## config.mk

```make
export PLATFORM = sky130hd
export DESIGN_NAME = adc_subsystem
export DESIGN_NICKNAME = d
export VERILOG_FILES = /design/src/logic/adc_pkg.sv /design/src/logic/adc_reg_bank.sv /design/src/logic/adc_serial_engine.sv /design/src/logic/adc_frame_store.sv /design/src/logic/adc_rate_gate.sv /design/src/logic/adc_subsystem.sv
export SDC_FILE = /design/constraint.sdc
export NUM_CORES = 2
export LEC_CHECK = 0
export BUFFER_PORTS_ARGS = -buffer_cell sky130_fd_sc_hd__clkbuf_2
export CAP_MARGIN = 20
export CORE_MARGIN = 4
export CORE_UTILIZATION = 30
export DETAILED_ROUTE_END_ITERATION = 7
export GPL_TIMING_DRIVEN = 0
export SYNTH_ARGS = -nofsm -noshare
export SYNTH_HDL_FRONTEND = slang
export SYNTH_SLANG_ARGS = --single-unit
```

## constraint.sdc

```tcl
create_clock -name clk -period 5.3 [get_ports clk]
set_input_delay 0.53 -clock clk [delete_from_list [all_inputs] [get_ports clk]]
set_output_delay 0.53 -clock clk [all_outputs]
set_load 0.02 [all_outputs]
```

## src/logic/adc_pkg.sv

```systemverilog
// ADC controller shared definitions
// Register opcodes, engine states, bus and frame records, constants

package adc_pkg;

  // ------------------------------------------------------------
  // Constants
  // ------------------------------------------------------------
  localparam int          FRAME_BITS    = 16;
  localparam logic [15:0] ADC_ID        = 16'h0ADC;
  // Upper half of a PROGRAM write that launches a program frame
  localparam logic [15:0] CMD_NEW_VALUE = 16'h0001;
  // Bound set by the 3-bit channel tag in each frame
  localparam int          MAX_CHANNELS  = 8;

  // ------------------------------------------------------------
  // Enums
  // ------------------------------------------------------------
  // Register opcodes from the low address nibble
  typedef enum logic [3:0] {
    OVERFLOW = 4'h1,
    DIVIDE   = 4'h2,
    ENDTIME  = 4'h3,
    PROGRAM  = 4'h4,
    SAMPLE   = 4'h7,
    SEQUENCE = 4'h8,
    ID_REG   = 4'h9,
    BUSY     = 4'hA,
    LAST     = 4'hB
  } reg_op_e;

  typedef enum logic [1:0] {
    IDLE,
    PROGRAM_ADC,
    ACQUIRE,
    COPY
  } engine_state_e;

  // ------------------------------------------------------------
  // Records
  // ------------------------------------------------------------
  typedef struct packed {
    logic [7:0]  chan;
    reg_op_e     op;
    logic [31:0] wdata;
    logic        wr;
    logic        re;
  } bus_req_t;

  typedef struct packed {
    logic [15:0] overflow;
    logic [31:0] end_time;
  } chan_cfg_t;

  // Tag is the top three bits of the frame
  typedef struct packed {
    logic [2:0]  chan;
    logic [15:0] word;
  } frame_t;

endpackage

```

## src/logic/adc_reg_bank.sv

```systemverilog
// ADC register bank
// Decodes host bus requests into per-channel configuration, the clock
// divider and converter commands, and returns registered read data

`timescale 1ns/1ps

module adc_reg_bank #(
  parameter int NUM_CHANNELS = adc_pkg::MAX_CHANNELS
) (
  input  logic                clk,
  input  logic                reset,
  input  adc_pkg::bus_req_t   bus_req,
  input  logic [15:0]         sample_rd [NUM_CHANNELS],
  input  logic [15:0]         seq_rd [NUM_CHANNELS],
  input  logic                busy,
  input  logic                prog_done,
  input  logic [15:0]         prog_word,
  output logic [15:0]         data_out,
  output logic                rd_valid,
  output adc_pkg::chan_cfg_t  cfg [NUM_CHANNELS],
  output logic [15:0]         divide,
  output logic                cmd_valid,
  output logic [15:0]         cmd_word
);
  import adc_pkg::*;

  logic        in_range;
  logic [2:0]  idx;
  logic [15:0] last_cmd;
  logic [15:0] rd_mux;

  // Channel field doubles as the select; out of range means ignore
  assign in_range = (bus_req.chan < NUM_CHANNELS);
  assign idx      = bus_req.chan[2:0];

  // ------------------------------------------------------------
  // Write side
  // ------------------------------------------------------------
  always_ff @(posedge clk) begin
    if (reset) begin
      for (int c = 0; c < NUM_CHANNELS; c++) begin
        cfg[c] <= '0;
      end
      divide    <= '0;
      cmd_valid <= 1'b0;
      cmd_word  <= '0;
    end else begin
      // Command strobe lasts one cycle
      cmd_valid <= 1'b0;
      if (bus_req.wr && in_range) begin
        case (bus_req.op)
          OVERFLOW: cfg[idx].overflow <= bus_req.wdata[15:0];
          ENDTIME:  cfg[idx].end_time <= bus_req.wdata;
          DIVIDE:   divide            <= bus_req.wdata[15:0];
          PROGRAM: begin
            // Only a tagged command word reaches the converter
            if (bus_req.wdata[31:16] == CMD_NEW_VALUE) begin
              cmd_valid <= 1'b1;
              cmd_word  <= bus_req.wdata[15:0];
            end
          end
          default: ;
        endcase
      end
    end
  end

  // Last word actually shifted out to the converter
  always_ff @(posedge clk) begin
    if (reset) begin
      last_cmd <= '0;
    end else if (prog_done) begin
      last_cmd <= prog_word;
    end
  end

  // ------------------------------------------------------------
  // Read side
  // ------------------------------------------------------------
  always_comb begin
    rd_mux = '0;
    if (in_range) begin
      case (bus_req.op)
        SAMPLE:   rd_mux = sample_rd[idx];
        SEQUENCE: rd_mux = seq_rd[idx];
        ID_REG:   rd_mux = ADC_ID;
        BUSY:     rd_mux = {15'd0, busy};
        LAST:     rd_mux = last_cmd;
        default:  rd_mux = '0;
      endcase
    end
  end

  // Answer one cycle after re, out-of-range reads answer zero
  always_ff @(posedge clk) begin
    if (reset) begin
      rd_valid <= 1'b0;
      data_out <= '0;
    end else begin
      rd_valid <= bus_req.re;
      data_out <= bus_req.re ? rd_mux : 16'd0;
    end
  end

endmodule

```

## src/logic/adc_serial_engine.sv

```systemverilog
// ADC serial engine
// Divides the serial clock from clk and runs 16-bit program and
// acquire frames over chip select, serial clock and the data lines

`timescale 1ns/1ps

module adc_serial_engine (
  input  logic             clk,
  input  logic             reset,
  input  logic [15:0]      divide,
  input  logic             cmd_valid,
  input  logic [15:0]      cmd_word,
  input  logic             adc_dout,
  output logic             adc_cs,
  output logic             adc_sclk,
  output logic             adc_din,
  output logic             busy,
  output logic             frame_valid,
  output adc_pkg::frame_t  frame,
  output logic             prog_done,
  output logic [15:0]      prog_word
);
  import adc_pkg::*;

  localparam int CNT_W = $clog2(FRAME_BITS);

  engine_state_e         state;
  logic                  pend_valid;
  logic [15:0]           pend_word;
  logic [15:0]           phase_cnt;
  logic                  half;
  logic [CNT_W-1:0]      bit_cnt;
  logic [FRAME_BITS-1:0] shift_out;
  logic [FRAME_BITS-1:0] shift_in;
  logic                  in_frame;
  logic                  phase_end;
  logic                  bit_end;
  logic                  last_bit;

  assign in_frame  = (state == PROGRAM_ADC) || (state == ACQUIRE);
  // Compare with >= so a divider lowered mid-frame cannot overrun
  assign phase_end = (phase_cnt >= divide);
  assign bit_end   = in_frame && half && phase_end;
  assign last_bit  = (bit_cnt == CNT_W'(FRAME_BITS - 1));

  // ------------------------------------------------------------
  // Pending command, newest wins
  // ------------------------------------------------------------
  always_ff @(posedge clk) begin
    if (reset) begin
      pend_valid <= 1'b0;
      pend_word  <= '0;
    end else if (cmd_valid) begin
      pend_valid <= 1'b1;
      pend_word  <= cmd_word;
    end else if (state == IDLE && pend_valid) begin
      pend_valid <= 1'b0;
    end
  end

  // ------------------------------------------------------------
  // Bit timing
  // ------------------------------------------------------------
  // Each half bit lasts divide+1 cycles, low half first
  always_ff @(posedge clk) begin
    if (reset || !in_frame) begin
      phase_cnt <= '0;
      half      <= 1'b0;
      bit_cnt   <= '0;
    end else if (phase_end) begin
      phase_cnt <= '0;
      half      <= ~half;
      if (half) begin
        bit_cnt <= bit_cnt + 1'b1;
      end
    end else begin
      phase_cnt <= phase_cnt + 1'b1;
    end
  end

  // ------------------------------------------------------------
  // Frame sequencing
  // ------------------------------------------------------------
  always_ff @(posedge clk) begin
    if (reset) begin
      state     <= IDLE;
      prog_done <= 1'b0;
    end else begin
      prog_done <= 1'b0;
      case (state)
        // Pending command takes priority over conversions
        IDLE: state <= pend_valid ? PROGRAM_ADC : ACQUIRE;
        PROGRAM_ADC: begin
          if (bit_end && last_bit) begin
            state     <= IDLE;
            prog_done <= 1'b1;
          end
        end
        ACQUIRE: begin
          if (bit_end && last_bit) begin
            state <= COPY;
          end
        end
        COPY: state <= IDLE;
        default: state <= IDLE;
      endcase
    end
  end

  // ------------------------------------------------------------
  // Shift registers
  // ------------------------------------------------------------
  always_ff @(posedge clk) begin
    if (reset) begin
      shift_out <= '0;
      shift_in  <= '0;
      prog_word <= '0;
    end else begin
      if (state == IDLE && pend_valid) begin
        shift_out <= pend_word;
        prog_word <= pend_word;
      end else if (bit_end) begin
        // Next bit appears as the low half of the new bit starts
        shift_out <= {shift_out[FRAME_BITS-2:0], 1'b0};
      end
      // Capture on the edge where sclk goes high
      if (state == ACQUIRE && !half && phase_end) begin
        shift_in <= {shift_in[FRAME_BITS-2:0], adc_dout};
      end
    end
  end

  assign adc_cs      = ~in_frame;
  assign adc_sclk    = in_frame & half;
  // Data line held low outside program frames
  assign adc_din     = (state == PROGRAM_ADC) & shift_out[FRAME_BITS-1];
  assign busy        = (state != ACQUIRE);
  assign frame_valid = (state == COPY);
  assign frame       = '{chan: shift_in[FRAME_BITS-1 -: 3], word: shift_in};

endmodule

```

## src/logic/adc_frame_store.sv

```systemverilog
// ADC frame store
// Routes each finished conversion frame by its channel tag into one
// holding register per channel

`timescale 1ns/1ps

module adc_frame_store #(
  parameter int NUM_CHANNELS = adc_pkg::MAX_CHANNELS
) (
  input  logic             clk,
  input  logic             reset,
  input  logic             frame_valid,
  input  adc_pkg::frame_t  frame,
  output logic [15:0]      holding [NUM_CHANNELS]
);

  // ------------------------------------------------------------
  // Per-channel holding registers
  // ------------------------------------------------------------
  // Tags beyond the configured count match no register and are dropped
  for (genvar c = 0; c < NUM_CHANNELS; c++) begin : g_hold
    logic hit;

    // Tag decode for this channel
    assign hit = frame_valid && (frame.chan == 3'(c));

    always_ff @(posedge clk) begin
      if (reset) begin
        holding[c] <= '0;
      end else if (hit) begin
        // Whole frame kept, tag bits included
        holding[c] <= frame.word;
      end
    end
  end

endmodule

```

## src/logic/adc_rate_gate.sv

```systemverilog
// ADC rate gate
// Per-channel decimation counters copy holding values into sample
// registers and count sequence numbers; strobed sample port with
// end-time gating

`timescale 1ns/1ps

module adc_rate_gate #(
  parameter int NUM_CHANNELS = adc_pkg::MAX_CHANNELS
) (
  input  logic                clk,
  input  logic                reset,
  input  logic [15:0]         holding [NUM_CHANNELS],
  input  adc_pkg::chan_cfg_t  cfg [NUM_CHANNELS],
  input  logic                output_sample,
  input  logic [7:0]          channel_select,
  input  logic [31:0]         current_time,
  output logic [15:0]         sample_rd [NUM_CHANNELS],
  output logic [15:0]         seq_rd [NUM_CHANNELS],
  output logic                sample_valid,
  output logic [31:0]         sample_data
);

  logic       sel_ok;
  logic [2:0] sel;

  // ------------------------------------------------------------
  // Decimation counters
  // ------------------------------------------------------------
  for (genvar c = 0; c < NUM_CHANNELS; c++) begin : g_chan
    logic [15:0] count;
    logic        enabled;
    logic        match;

    // Overflow of zero parks the channel
    assign enabled = (cfg[c].overflow != 16'd0);
    assign match   = enabled && (count >= cfg[c].overflow);

    always_ff @(posedge clk) begin
      if (reset) begin
        count        <= 16'd1;
        sample_rd[c] <= '0;
        seq_rd[c]    <= '0;
      end else if (match) begin
        // Reload, take the latest frame, bump the sequence
        count        <= 16'd1;
        sample_rd[c] <= holding[c];
        seq_rd[c]    <= seq_rd[c] + 16'd1;
      end else if (enabled) begin
        count <= count + 16'd1;
      end
    end
  end

  // ------------------------------------------------------------
  // Sample port
  // ------------------------------------------------------------
  assign sel_ok = (channel_select < NUM_CHANNELS);
  assign sel    = channel_select[2:0];

  always_ff @(posedge clk) begin
    if (reset) begin
      sample_valid <= 1'b0;
      sample_data  <= '0;
    end else begin
      sample_valid <= output_sample && sel_ok;
      if (output_sample && sel_ok) begin
        // All ones until system time passes the channel end time
        if (current_time > cfg[sel].end_time) begin
          sample_data <= {seq_rd[sel], sample_rd[sel]};
        end else begin
          sample_data <= 32'hFFFF_FFFF;
        end
      end
    end
  end

endmodule

```

## src/logic/adc_subsystem.sv

```systemverilog
// ADC controller subsystem
// Register bank, serial engine, frame store and rate gate in a chain

`timescale 1ns/1ps

module adc_subsystem #(
  parameter int NUM_CHANNELS = adc_pkg::MAX_CHANNELS
) (
  input  logic               clk,
  input  logic               reset,
  input  adc_pkg::bus_req_t  bus_req,
  output logic [15:0]        data_out,
  output logic               rd_valid,
  input  logic               output_sample,
  input  logic [7:0]         channel_select,
  input  logic [31:0]        current_time,
  output logic [31:0]        sample_data,
  output logic               sample_valid,
  output logic               adc_cs,
  output logic               adc_sclk,
  output logic               adc_din,
  input  logic               adc_dout
);
  import adc_pkg::*;

  // ------------------------------------------------------------
  // Stage wiring
  // ------------------------------------------------------------
  chan_cfg_t   cfg [NUM_CHANNELS];
  logic [15:0] divide;
  logic        cmd_valid;
  logic [15:0] cmd_word;
  logic        busy;
  logic        prog_done;
  logic [15:0] prog_word;
  logic        frame_valid;
  frame_t      frame;
  logic [15:0] holding [NUM_CHANNELS];
  logic [15:0] sample_rd [NUM_CHANNELS];
  logic [15:0] seq_rd [NUM_CHANNELS];

  adc_reg_bank #(.NUM_CHANNELS(NUM_CHANNELS)) reg_bank_inst (
    .clk       (clk),
    .reset     (reset),
    .bus_req   (bus_req),
    .sample_rd (sample_rd),
    .seq_rd    (seq_rd),
    .busy      (busy),
    .prog_done (prog_done),
    .prog_word (prog_word),
    .data_out  (data_out),
    .rd_valid  (rd_valid),
    .cfg       (cfg),
    .divide    (divide),
    .cmd_valid (cmd_valid),
    .cmd_word  (cmd_word)
  );

  adc_serial_engine serial_engine_inst (
    .clk         (clk),
    .reset       (reset),
    .divide      (divide),
    .cmd_valid   (cmd_valid),
    .cmd_word    (cmd_word),
    .adc_dout    (adc_dout),
    .adc_cs      (adc_cs),
    .adc_sclk    (adc_sclk),
    .adc_din     (adc_din),
    .busy        (busy),
    .frame_valid (frame_valid),
    .frame       (frame),
    .prog_done   (prog_done),
    .prog_word   (prog_word)
  );

  adc_frame_store #(.NUM_CHANNELS(NUM_CHANNELS)) frame_store_inst (
    .clk         (clk),
    .reset       (reset),
    .frame_valid (frame_valid),
    .frame       (frame),
    .holding     (holding)
  );

  adc_rate_gate #(.NUM_CHANNELS(NUM_CHANNELS)) rate_gate_inst (
    .clk            (clk),
    .reset          (reset),
    .holding        (holding),
    .cfg            (cfg),
    .output_sample  (output_sample),
    .channel_select (channel_select),
    .current_time   (current_time),
    .sample_rd      (sample_rd),
    .seq_rd         (seq_rd),
    .sample_valid   (sample_valid),
    .sample_data    (sample_data)
  );

endmodule

```

== Yosys cells after proc, flatten, opt, wreduce, memory -nomap -nowiden ==
Cells that the tools add are included.

* Memories kept: 0
* Input bits: 90
* Register bits after elaboration: 1084
* RAM bits: 0
* Output and inout port bits: 53
* Bits in latches: 0
* Memory bits (read-only): 0
* Logic and storage cells: 227

* Magnitude comparators: 15
* Multiply operators: 0
* Equal/unequal tests: 24
* Bitwise logic cells: 11
* $add $sub $neg: 18
* Multiplexer cells: 34
* Shift operators: 0
* Div/mod/pow operators: 0
* Reductions and logical operators: 59

{| class="wikitable"
|+ Operator list
! operator !! count
|-
| bitwise mux 384 bit || 2
|-
| one-hot mux 384 bit (2 select lines) || 1
|-
| demux 48 bit (select 3 bit) || 2
|-
| adder 16 x 1 -> 16 bit (second input constant) || 17
|-
| binary-select mux 16 bit (select 3 bit) || 4
|-
| 2-to-1 mux 16 bit || 10
|-
| binary-select mux 48 bit (select 3 bit) || 1
|-
| greater-or-equal comparator 16 bit || 9
|-
| 2-to-1 mux 32 bit || 4
|-
| nonzero test 16 bit || 8
|-
| one-hot mux 16 bit (5 select lines) || 1
|-
| 2-to-1 mux 48 bit || 1
|-
| > comparator 32 bit || 1
|-
| logical AND 1 bit || 25
|-
| == test 4 bit (second input constant) || 5
|-
| OR reduction 2 bit || 10
|-
| == test 16 x 1 -> 1 bit (second input constant) || 1
|-
| less-than comparator 8 x 4 -> 1 bit (second input constant) || 2
|-
| == test 3 bit (second input constant) || 4
|-
| == test 4 x 2 -> 1 bit (second input constant) || 2
|-
| == test 4 x 3 -> 1 bit (second input constant) || 2
|-
| greater-or-equal comparator 4 bit (second input constant) || 2
|-
| inverter 3 -> 4 bit || 2
|-
| one-hot mux 2 bit (4 select lines) || 1
|-
| other kinds (20) || 44
|}

== Logic depth before layout (Yosys ltp) ==
* Word-level depth: 7
* Mapped depth: 14
* Gate-level depth less buffers: 10

== By module ==
Synthesis repeated with hierarchy kept, for this count alone.

* Cell total of the unflattened synthesis: 5461
* Area, all modules: 53546.4 sq um

{| class="wikitable"
|+ By module, submodules not included
! module !! times used !! area an instance (sq um) !! cells each !! seq. area each (sq um)
|-
| adc_rate_gate || 1 || 25012.7 || 2780 || 8348.0
|-
| adc_reg_bank || 1 || 19446.2 || 1786 || 9008.6
|-
| adc_frame_store || 1 || 5074.9 || 459 || 2562.5
|-
| adc_serial_engine || 1 || 4012.6 || 436 || 1781.7
|}

== Worst setup path after synthesis ==
OpenSTA, ideal clock, no wires.

* Kind: input to register
* Start point: in channel_select[0]
* End point: reg rate_gate_inst.sample_data[10]
* Data arrival time: 3870 ps
* Slack: 1345 ps
* Cell stages on the path: 14
* Data required time: 5214 ps
* Path through: buf_2 > buf_2 > buf_1 > mux4_2 > mux2i_1 > ha_1 > a21o_1 > a21o_1 > a21oi_1 > o22ai_1 > nor4b_1 > o22ai_1 > clkbuf_1 > a211oi_1

* Word-level cells in the longest chain between the ends: 6

{| class="wikitable"
|+ RTL lines
! element !! RTL line !! RTL
|-
| start, declared || adc_subsystem.sv:15 || <nowiki>input logic [7:0] channel_select,</nowiki>
|-
| inverter 3 -> 4 bit (implied by the code) || adc_rate_gate.sv:69, adc_rate_gate.sv:70 ||
|-
| binary-select mux 48 bit (select 3 bit) || adc_rate_gate.sv:69 || <nowiki>if (current_time > cfg[sel].end_time) begin</nowiki>
|-
| 2-to-1 mux 32 bit (implied by the code) (2 in a row) || adc_rate_gate.sv:69 ||
|-
| > comparator 32 bit || adc_rate_gate.sv:69 ||
|-
| 2-to-1 mux 32 bit || adc_rate_gate.sv:69 ||
|-
| end signal, assigned || adc_rate_gate.sv:70 || <nowiki>sample_data <= {seq_rd[sel], sample_rd[sel]};</nowiki>
|-
| end, declared || adc_rate_gate.sv:21 || <nowiki>output logic [31:0] sample_data</nowiki>
|}

Parallel ways exist; a longest one is shown, timed or not. The select of a mux whose other input is x is not followed.
A chain may end at the register's enable or synchronous reset.

== Worst setup path after layout ==
* Start point: in channel_select[0]
* End point: reg rate_gate_inst.sample_data[16]

The elaborated chain is that of the path after synthesis.

==> flow_summary.toml <==
[synthesis]
synth-edff-count = 0
synth_largest_type_area_fraction_pct = 43.24
synthCells = 5916
syn_avg_cell_area_um2 = 8.483
synthArstFlopShare_pct = 0
yosysSeqAreaShare_pct = 43.24
synth.top_cells.by_area = "sky130_fd_sc_hd__dfxtp_1, sky130_fd_sc_hd__nand2_1, sky130_fd_sc_hd__a21oi_1"
syn-num-nets = 6205
yosysUniqueCellTypes = 71
synthesis.area_um2 = 50190
yosysTopAreaCell = "sky130_fd_sc_hd__dfxtp_1"
synth-seq-cells = 1084
ys.warnings.count = 0
synth_ff_type = "sky130_fd_sc_hd__dfxtp_1"

[global_routing]
antenna_found_initial = 15
wire_length_of_the_first_global_routing_pass_um = 267900
grt-ovfl-total = 0
first_global_vias = 42390
grt_max_degree = 16
grt_use_total_pct = 20.17

[timing]
fin_worst_skew_ps = 32.02
final.period_utilization_pct = 92.81
fin_setup_tns_ps = 0
worst_margin_slew_ps = 1169
slew_headroom_pct = 22.09
grt_setup_unrepaired = "false"
finalSetupViolations = 0
finalMaxSlewViolations = 0
post-route-min-period_ps = 4919
max_clock_freq_mhz = 203.3
timing_hold_violations_final = 0

[place]
global_placement_routability_congestion = 1.009
placement.io_buffers = 106
post_dp_hpwl_um = 137800

[setup_path]
worstSetupPathType = "in2reg"
end_kind = "flop"
worstSetupStartpoint = "channel_select[0]"
worst_r2r_endpoint = "rate_gate_inst.sample_data[16]"
crit_fanout = 10
worst_reg_to_reg_path_cell_count = 12
required_ps = 5960
cp_slowest_cell = "sky130_fd_sc_hd__clkdlybuf4s15_1"
critical-path-max-stage-delay_ps = 740
arrival_ps = 5570
rr_startpoint = "reg_bank_inst.cfg[1]"
critical_path.startpoint_type = "primary input"
crit_path_cell_trace = "buf_2 -> buf_2 -> clkdlybuf4s15_1 -> mux4_2 -> mux2i_1 -> ha_1 -> a21o_1 -> a21o_1 -> a21oi_1 -> o22ai_1 -> nor4b_1 -> o22ai_2 -> buf_16 -> clkbuf_1 -> a211oi_1"
reg2reg_slack_ps = 1450

[clock_tree]
cts_inserted_buffers = 113
insertion_delay_ps = 770
worst_setup_hold_path_clk_slew_ps = 60
cts_tree = "built"
cts-root-to-sink-buffers = 3
cts-root-buf = "sky130_fd_sc_hd__clkbuf_16"
htreeDepth = 3
cts_setup_buffers = 0
clock-sinks = 1084

[route]
wl_per_cell_um = 21.48
first_iter_violations = 4227
detail_route.wirelength_um = 181400
route.detailed.vias_per_inst = 5.297
antenna_violating_nets_post_route = 0
drc = 0
detailroute.via_count = 44730
drt_pass1_iterations = 8

[floorplan]
fp.coreArea_um2 = 165500
die_area_um2 = 173900
chipHeight_um = 417.0
dieWidth_um = 417.0
design.portCount = 143
placement_rows = 149
starting_density_pct = 30.31

[hold_path]
min_delay_path_depth = 3
min-delay-start = "adc_dout"
min-delay-path-class = "in2reg"
min_to = "serial_engine_inst.shift_in[0]"

[pwr]
peakVddDrop_mv = 0.2676
power_density_nw_per_um2 = 306.5
p_leak_nw = 19.70

[run]
max_cap_viol_count = 0

[cells_and_area]
final_nets = 6440
postLayoutCoreUtil_pct = 34.83
final_layout_size_suffix_gt1_share_pct = 8.871
flow.area_growth_from_synthesis_pct = 14.91

[outcome]
outcome = "finished clean"
## registers in the layout, indices dropped and copies added (netlist names), 2 cells and up
name / count
rate_gate_inst.seq_rd: 128
rate_gate_inst.g_chan.count: 128
serial_engine_inst.phase_cnt: 16
serial_engine_inst.bit_cnt: 4
reg_bank_inst.divide: 16
serial_engine_inst.shift_in: 16
serial_engine_inst.state: 2
reg_bank_inst.cmd_word: 16
serial_engine_inst.prog_word: 16
reg_bank_inst.cfg: 384
serial_engine_inst.pend_word: 16
reg_bank_inst.last_cmd: 16
frame_store_inst.holding: 128
serial_engine_inst.shift_out: 16
rate_gate_inst.sample_rd: 128
reg_bank_inst.data_out: 16
rate_gate_inst.sample_data: 32
## synthesized netlist by cell type, types with 7 or more instances
master,n
sky130_fd_sc_hd__inv_1,171
sky130_fd_sc_hd__or4_1,32
sky130_fd_sc_hd__buf_2,42
sky130_fd_sc_hd__xor2_1,122
sky130_fd_sc_hd__o21ai_0,87
sky130_fd_sc_hd__ha_1,199
sky130_fd_sc_hd__a211oi_1,40
sky130_fd_sc_hd__nor2b_1,29
sky130_fd_sc_hd__mux4_2,128
sky130_fd_sc_hd__o31ai_1,25
sky130_fd_sc_hd__mux2_2,31
sky130_fd_sc_hd__and4_1,15
sky130_fd_sc_hd__nand2b_1,13
sky130_fd_sc_hd__nor2_1,479
sky130_fd_sc_hd__mux2i_1,185
sky130_fd_sc_hd__o21a_1,11
sky130_fd_sc_hd__xnor2_1,56
sky130_fd_sc_hd__or2_2,14
sky130_fd_sc_hd__clkbuf_1,344
sky130_fd_sc_hd__dfxtp_1,1084
sky130_fd_sc_hd__or3_1,29
sky130_fd_sc_hd__nor3b_1,9
sky130_fd_sc_hd__a22oi_1,92
sky130_fd_sc_hd__nand4_1,111
sky130_fd_sc_hd__nor4_1,44
sky130_fd_sc_hd__a31oi_1,11
sky130_fd_sc_hd__a221oi_1,20
sky130_fd_sc_hd__nor3_1,27
sky130_fd_sc_hd__nand3b_1,35
sky130_fd_sc_hd__and3_1,68
sky130_fd_sc_hd__o21ai_1,19
sky130_fd_sc_hd__nand3_1,99
sky130_fd_sc_hd__and2_1,10
sky130_fd_sc_hd__o211ai_1,16
sky130_fd_sc_hd__a21o_1,36
sky130_fd_sc_hd__buf_1,24
sky130_fd_sc_hd__a21oi_1,741
sky130_fd_sc_hd__a22o_1,17
sky130_fd_sc_hd__nand2_1,1322
sky130_fd_sc_hd__o2111ai_1,7
## worst max path at each step
stage,to,slack [ps]
6_report,rate_gate_inst.sample_data[16],380
5_1_grt,rate_gate_inst.sample_data[16],20
4_1_cts,rate_gate_inst.sample_data[16],170
3_5_place_dp,rate_gate_inst.sample_data[16],-880
3_3_place_gp,rate_gate_inst.sample_data[13],-2010
2_1_floorplan,rate_gate_inst.sample_data[10],1340
## cells in the final DEF (no fill, tap or decap), types with 15 or more instances in the layout
| cell | count |
|---|---|
| sky130_fd_sc_hd__mux4_2 | 128 |
| sky130_fd_sc_hd__and3_1 | 68 |
| sky130_fd_sc_hd__or3_1 | 29 |
| sky130_fd_sc_hd__mux2_2 | 31 |
| sky130_fd_sc_hd__ha_1 | 199 |
| sky130_fd_sc_hd__clkinv_2 | 17 |
| sky130_fd_sc_hd__o21ai_1 | 19 |
| sky130_fd_sc_hd__nor2_1 | 479 |
| sky130_fd_sc_hd__nand3_1 | 99 |
| sky130_fd_sc_hd__o21ai_0 | 87 |
| sky130_fd_sc_hd__clkbuf_1 | 360 |
| sky130_fd_sc_hd__a21o_1 | 36 |
| sky130_fd_sc_hd__nor2b_1 | 29 |
| sky130_fd_sc_hd__clkbuf_16 | 115 |
| sky130_fd_sc_hd__clkbuf_8 | 31 |
| sky130_fd_sc_hd__mux2i_1 | 185 |
| sky130_fd_sc_hd__a22o_1 | 17 |
| sky130_fd_sc_hd__nand2_1 | 1322 |
| sky130_fd_sc_hd__buf_1 | 21 |
| sky130_fd_sc_hd__nor3_1 | 27 |
| sky130_fd_sc_hd__clkbuf_2 | 111 |
| sky130_fd_sc_hd__a221oi_1 | 20 |
| sky130_fd_sc_hd__nand4_1 | 111 |
| sky130_fd_sc_hd__xnor2_1 | 56 |
| sky130_fd_sc_hd__o31ai_1 | 24 |
| sky130_fd_sc_hd__a211oi_1 | 40 |
| sky130_fd_sc_hd__a22oi_1 | 92 |
| sky130_fd_sc_hd__nand3b_1 | 35 |
| sky130_fd_sc_hd__o211ai_1 | 16 |
| sky130_fd_sc_hd__and4_1 | 15 |
| sky130_fd_sc_hd__xor2_1 | 122 |
| sky130_fd_sc_hd__a21oi_1 | 741 |
| sky130_fd_sc_hd__or4_1 | 32 |
| sky130_fd_sc_hd__buf_2 | 44 |
| sky130_fd_sc_hd__dfxtp_1 | 1084 |
| sky130_fd_sc_hd__inv_1 | 171 |
| sky130_fd_sc_hd__nor4_1 | 44 |
## layer usage
layer / share of wire, % / GRT usage (%) / vias to the layer above
met2: 46 / 33.25 / 1762
met5: 0.0072 / 0 / -
met4: 5.0 / 9.601 / 2
li1: - / - / 20940
met3: 7.3 / 3.677 / 416
met1: 41 / 25.50 / 21610
## timing repair
item / in CTS / in global routing
gates resized for setup: 3 / 9
hold endpoints to repair: 1 / 0
hold buffers: 2 / 0
gates cloned: 0 / 0
endpoints found under the setup margin: 10 / 10
pin swaps: 0 / 0
## where the power goes
| part | switching [mW] | internal (mW) | leakage (nW) | total [mW] |
|---|---|---|---|---|
| Combinational | 0.696 | 0.239 | 9.01 | 0.935 |
| Clock | 3.51 | 5.04 | 1.96 | 8.56 |
| Sequential | 0.0153 | 8.17 | 8.73 | 8.18 |
## final cells by class
cell class              instances  area [um2]
repair buffers                120       689.4
fillers                     17050      107900
clock buffers                 166        3379
plain buffers                 417        1672
flip-flops and latches       1084       21700
well taps                    2189        2739
multi-input cells            4244       26210
inverters                     171       641.9
diodes                         10       25.02
clock inverters                43       610.6
## worst max-delay path: cells and delay by family
family	cells	cell delay [ps]
buffers and inverters	5	2140
AO/OA/AOI/OAI	6	1140
multiplexers	2	1020
AND/OR/NAND/NOR	1	380
adder cells (fa/ha/maj)	1	340
## cell families (layout without fill, tap and decap cells)
logic type | count (synthesis) | after routing | synth area share [%]
and+or+nand+nor | 2354 | 2354 | 20.43
AOI/OAI and AO/OA | 1167 | 1167 | 13.51
DFF | 1084 | 1084 | 43.24
buffers and inverters | 588 | 917 | 4.570
muxes | 346 | 346 | 10.17
adders and majority gates | 199 | 199 | 4.961
xor gates and xnor gates | 178 | 178 | 3.106
other | 0 | 10 | 0
## through the flow
step / power, mW / hold slack [ps] / worst slack [ps] / std cells / area (um2)
global route: 18.16 / 69.45 / 24.74 / 8440 / 57660
finish: 17.67 / 58.62 / 381.1 / 8444 / 57670
global placement: 9.276 / 429.0 / -2013 / 8211 / 53460
CTS: 17.81 / 14.57 / 165.2 / 8430 / 57600
detailed placement: 9.292 / 435.9 / -884.7 / 8219 / 53580
floorplan: 8.889 / 418.2 / 1345 / 5916 / 50190
(Power assumes the default switching activity.)
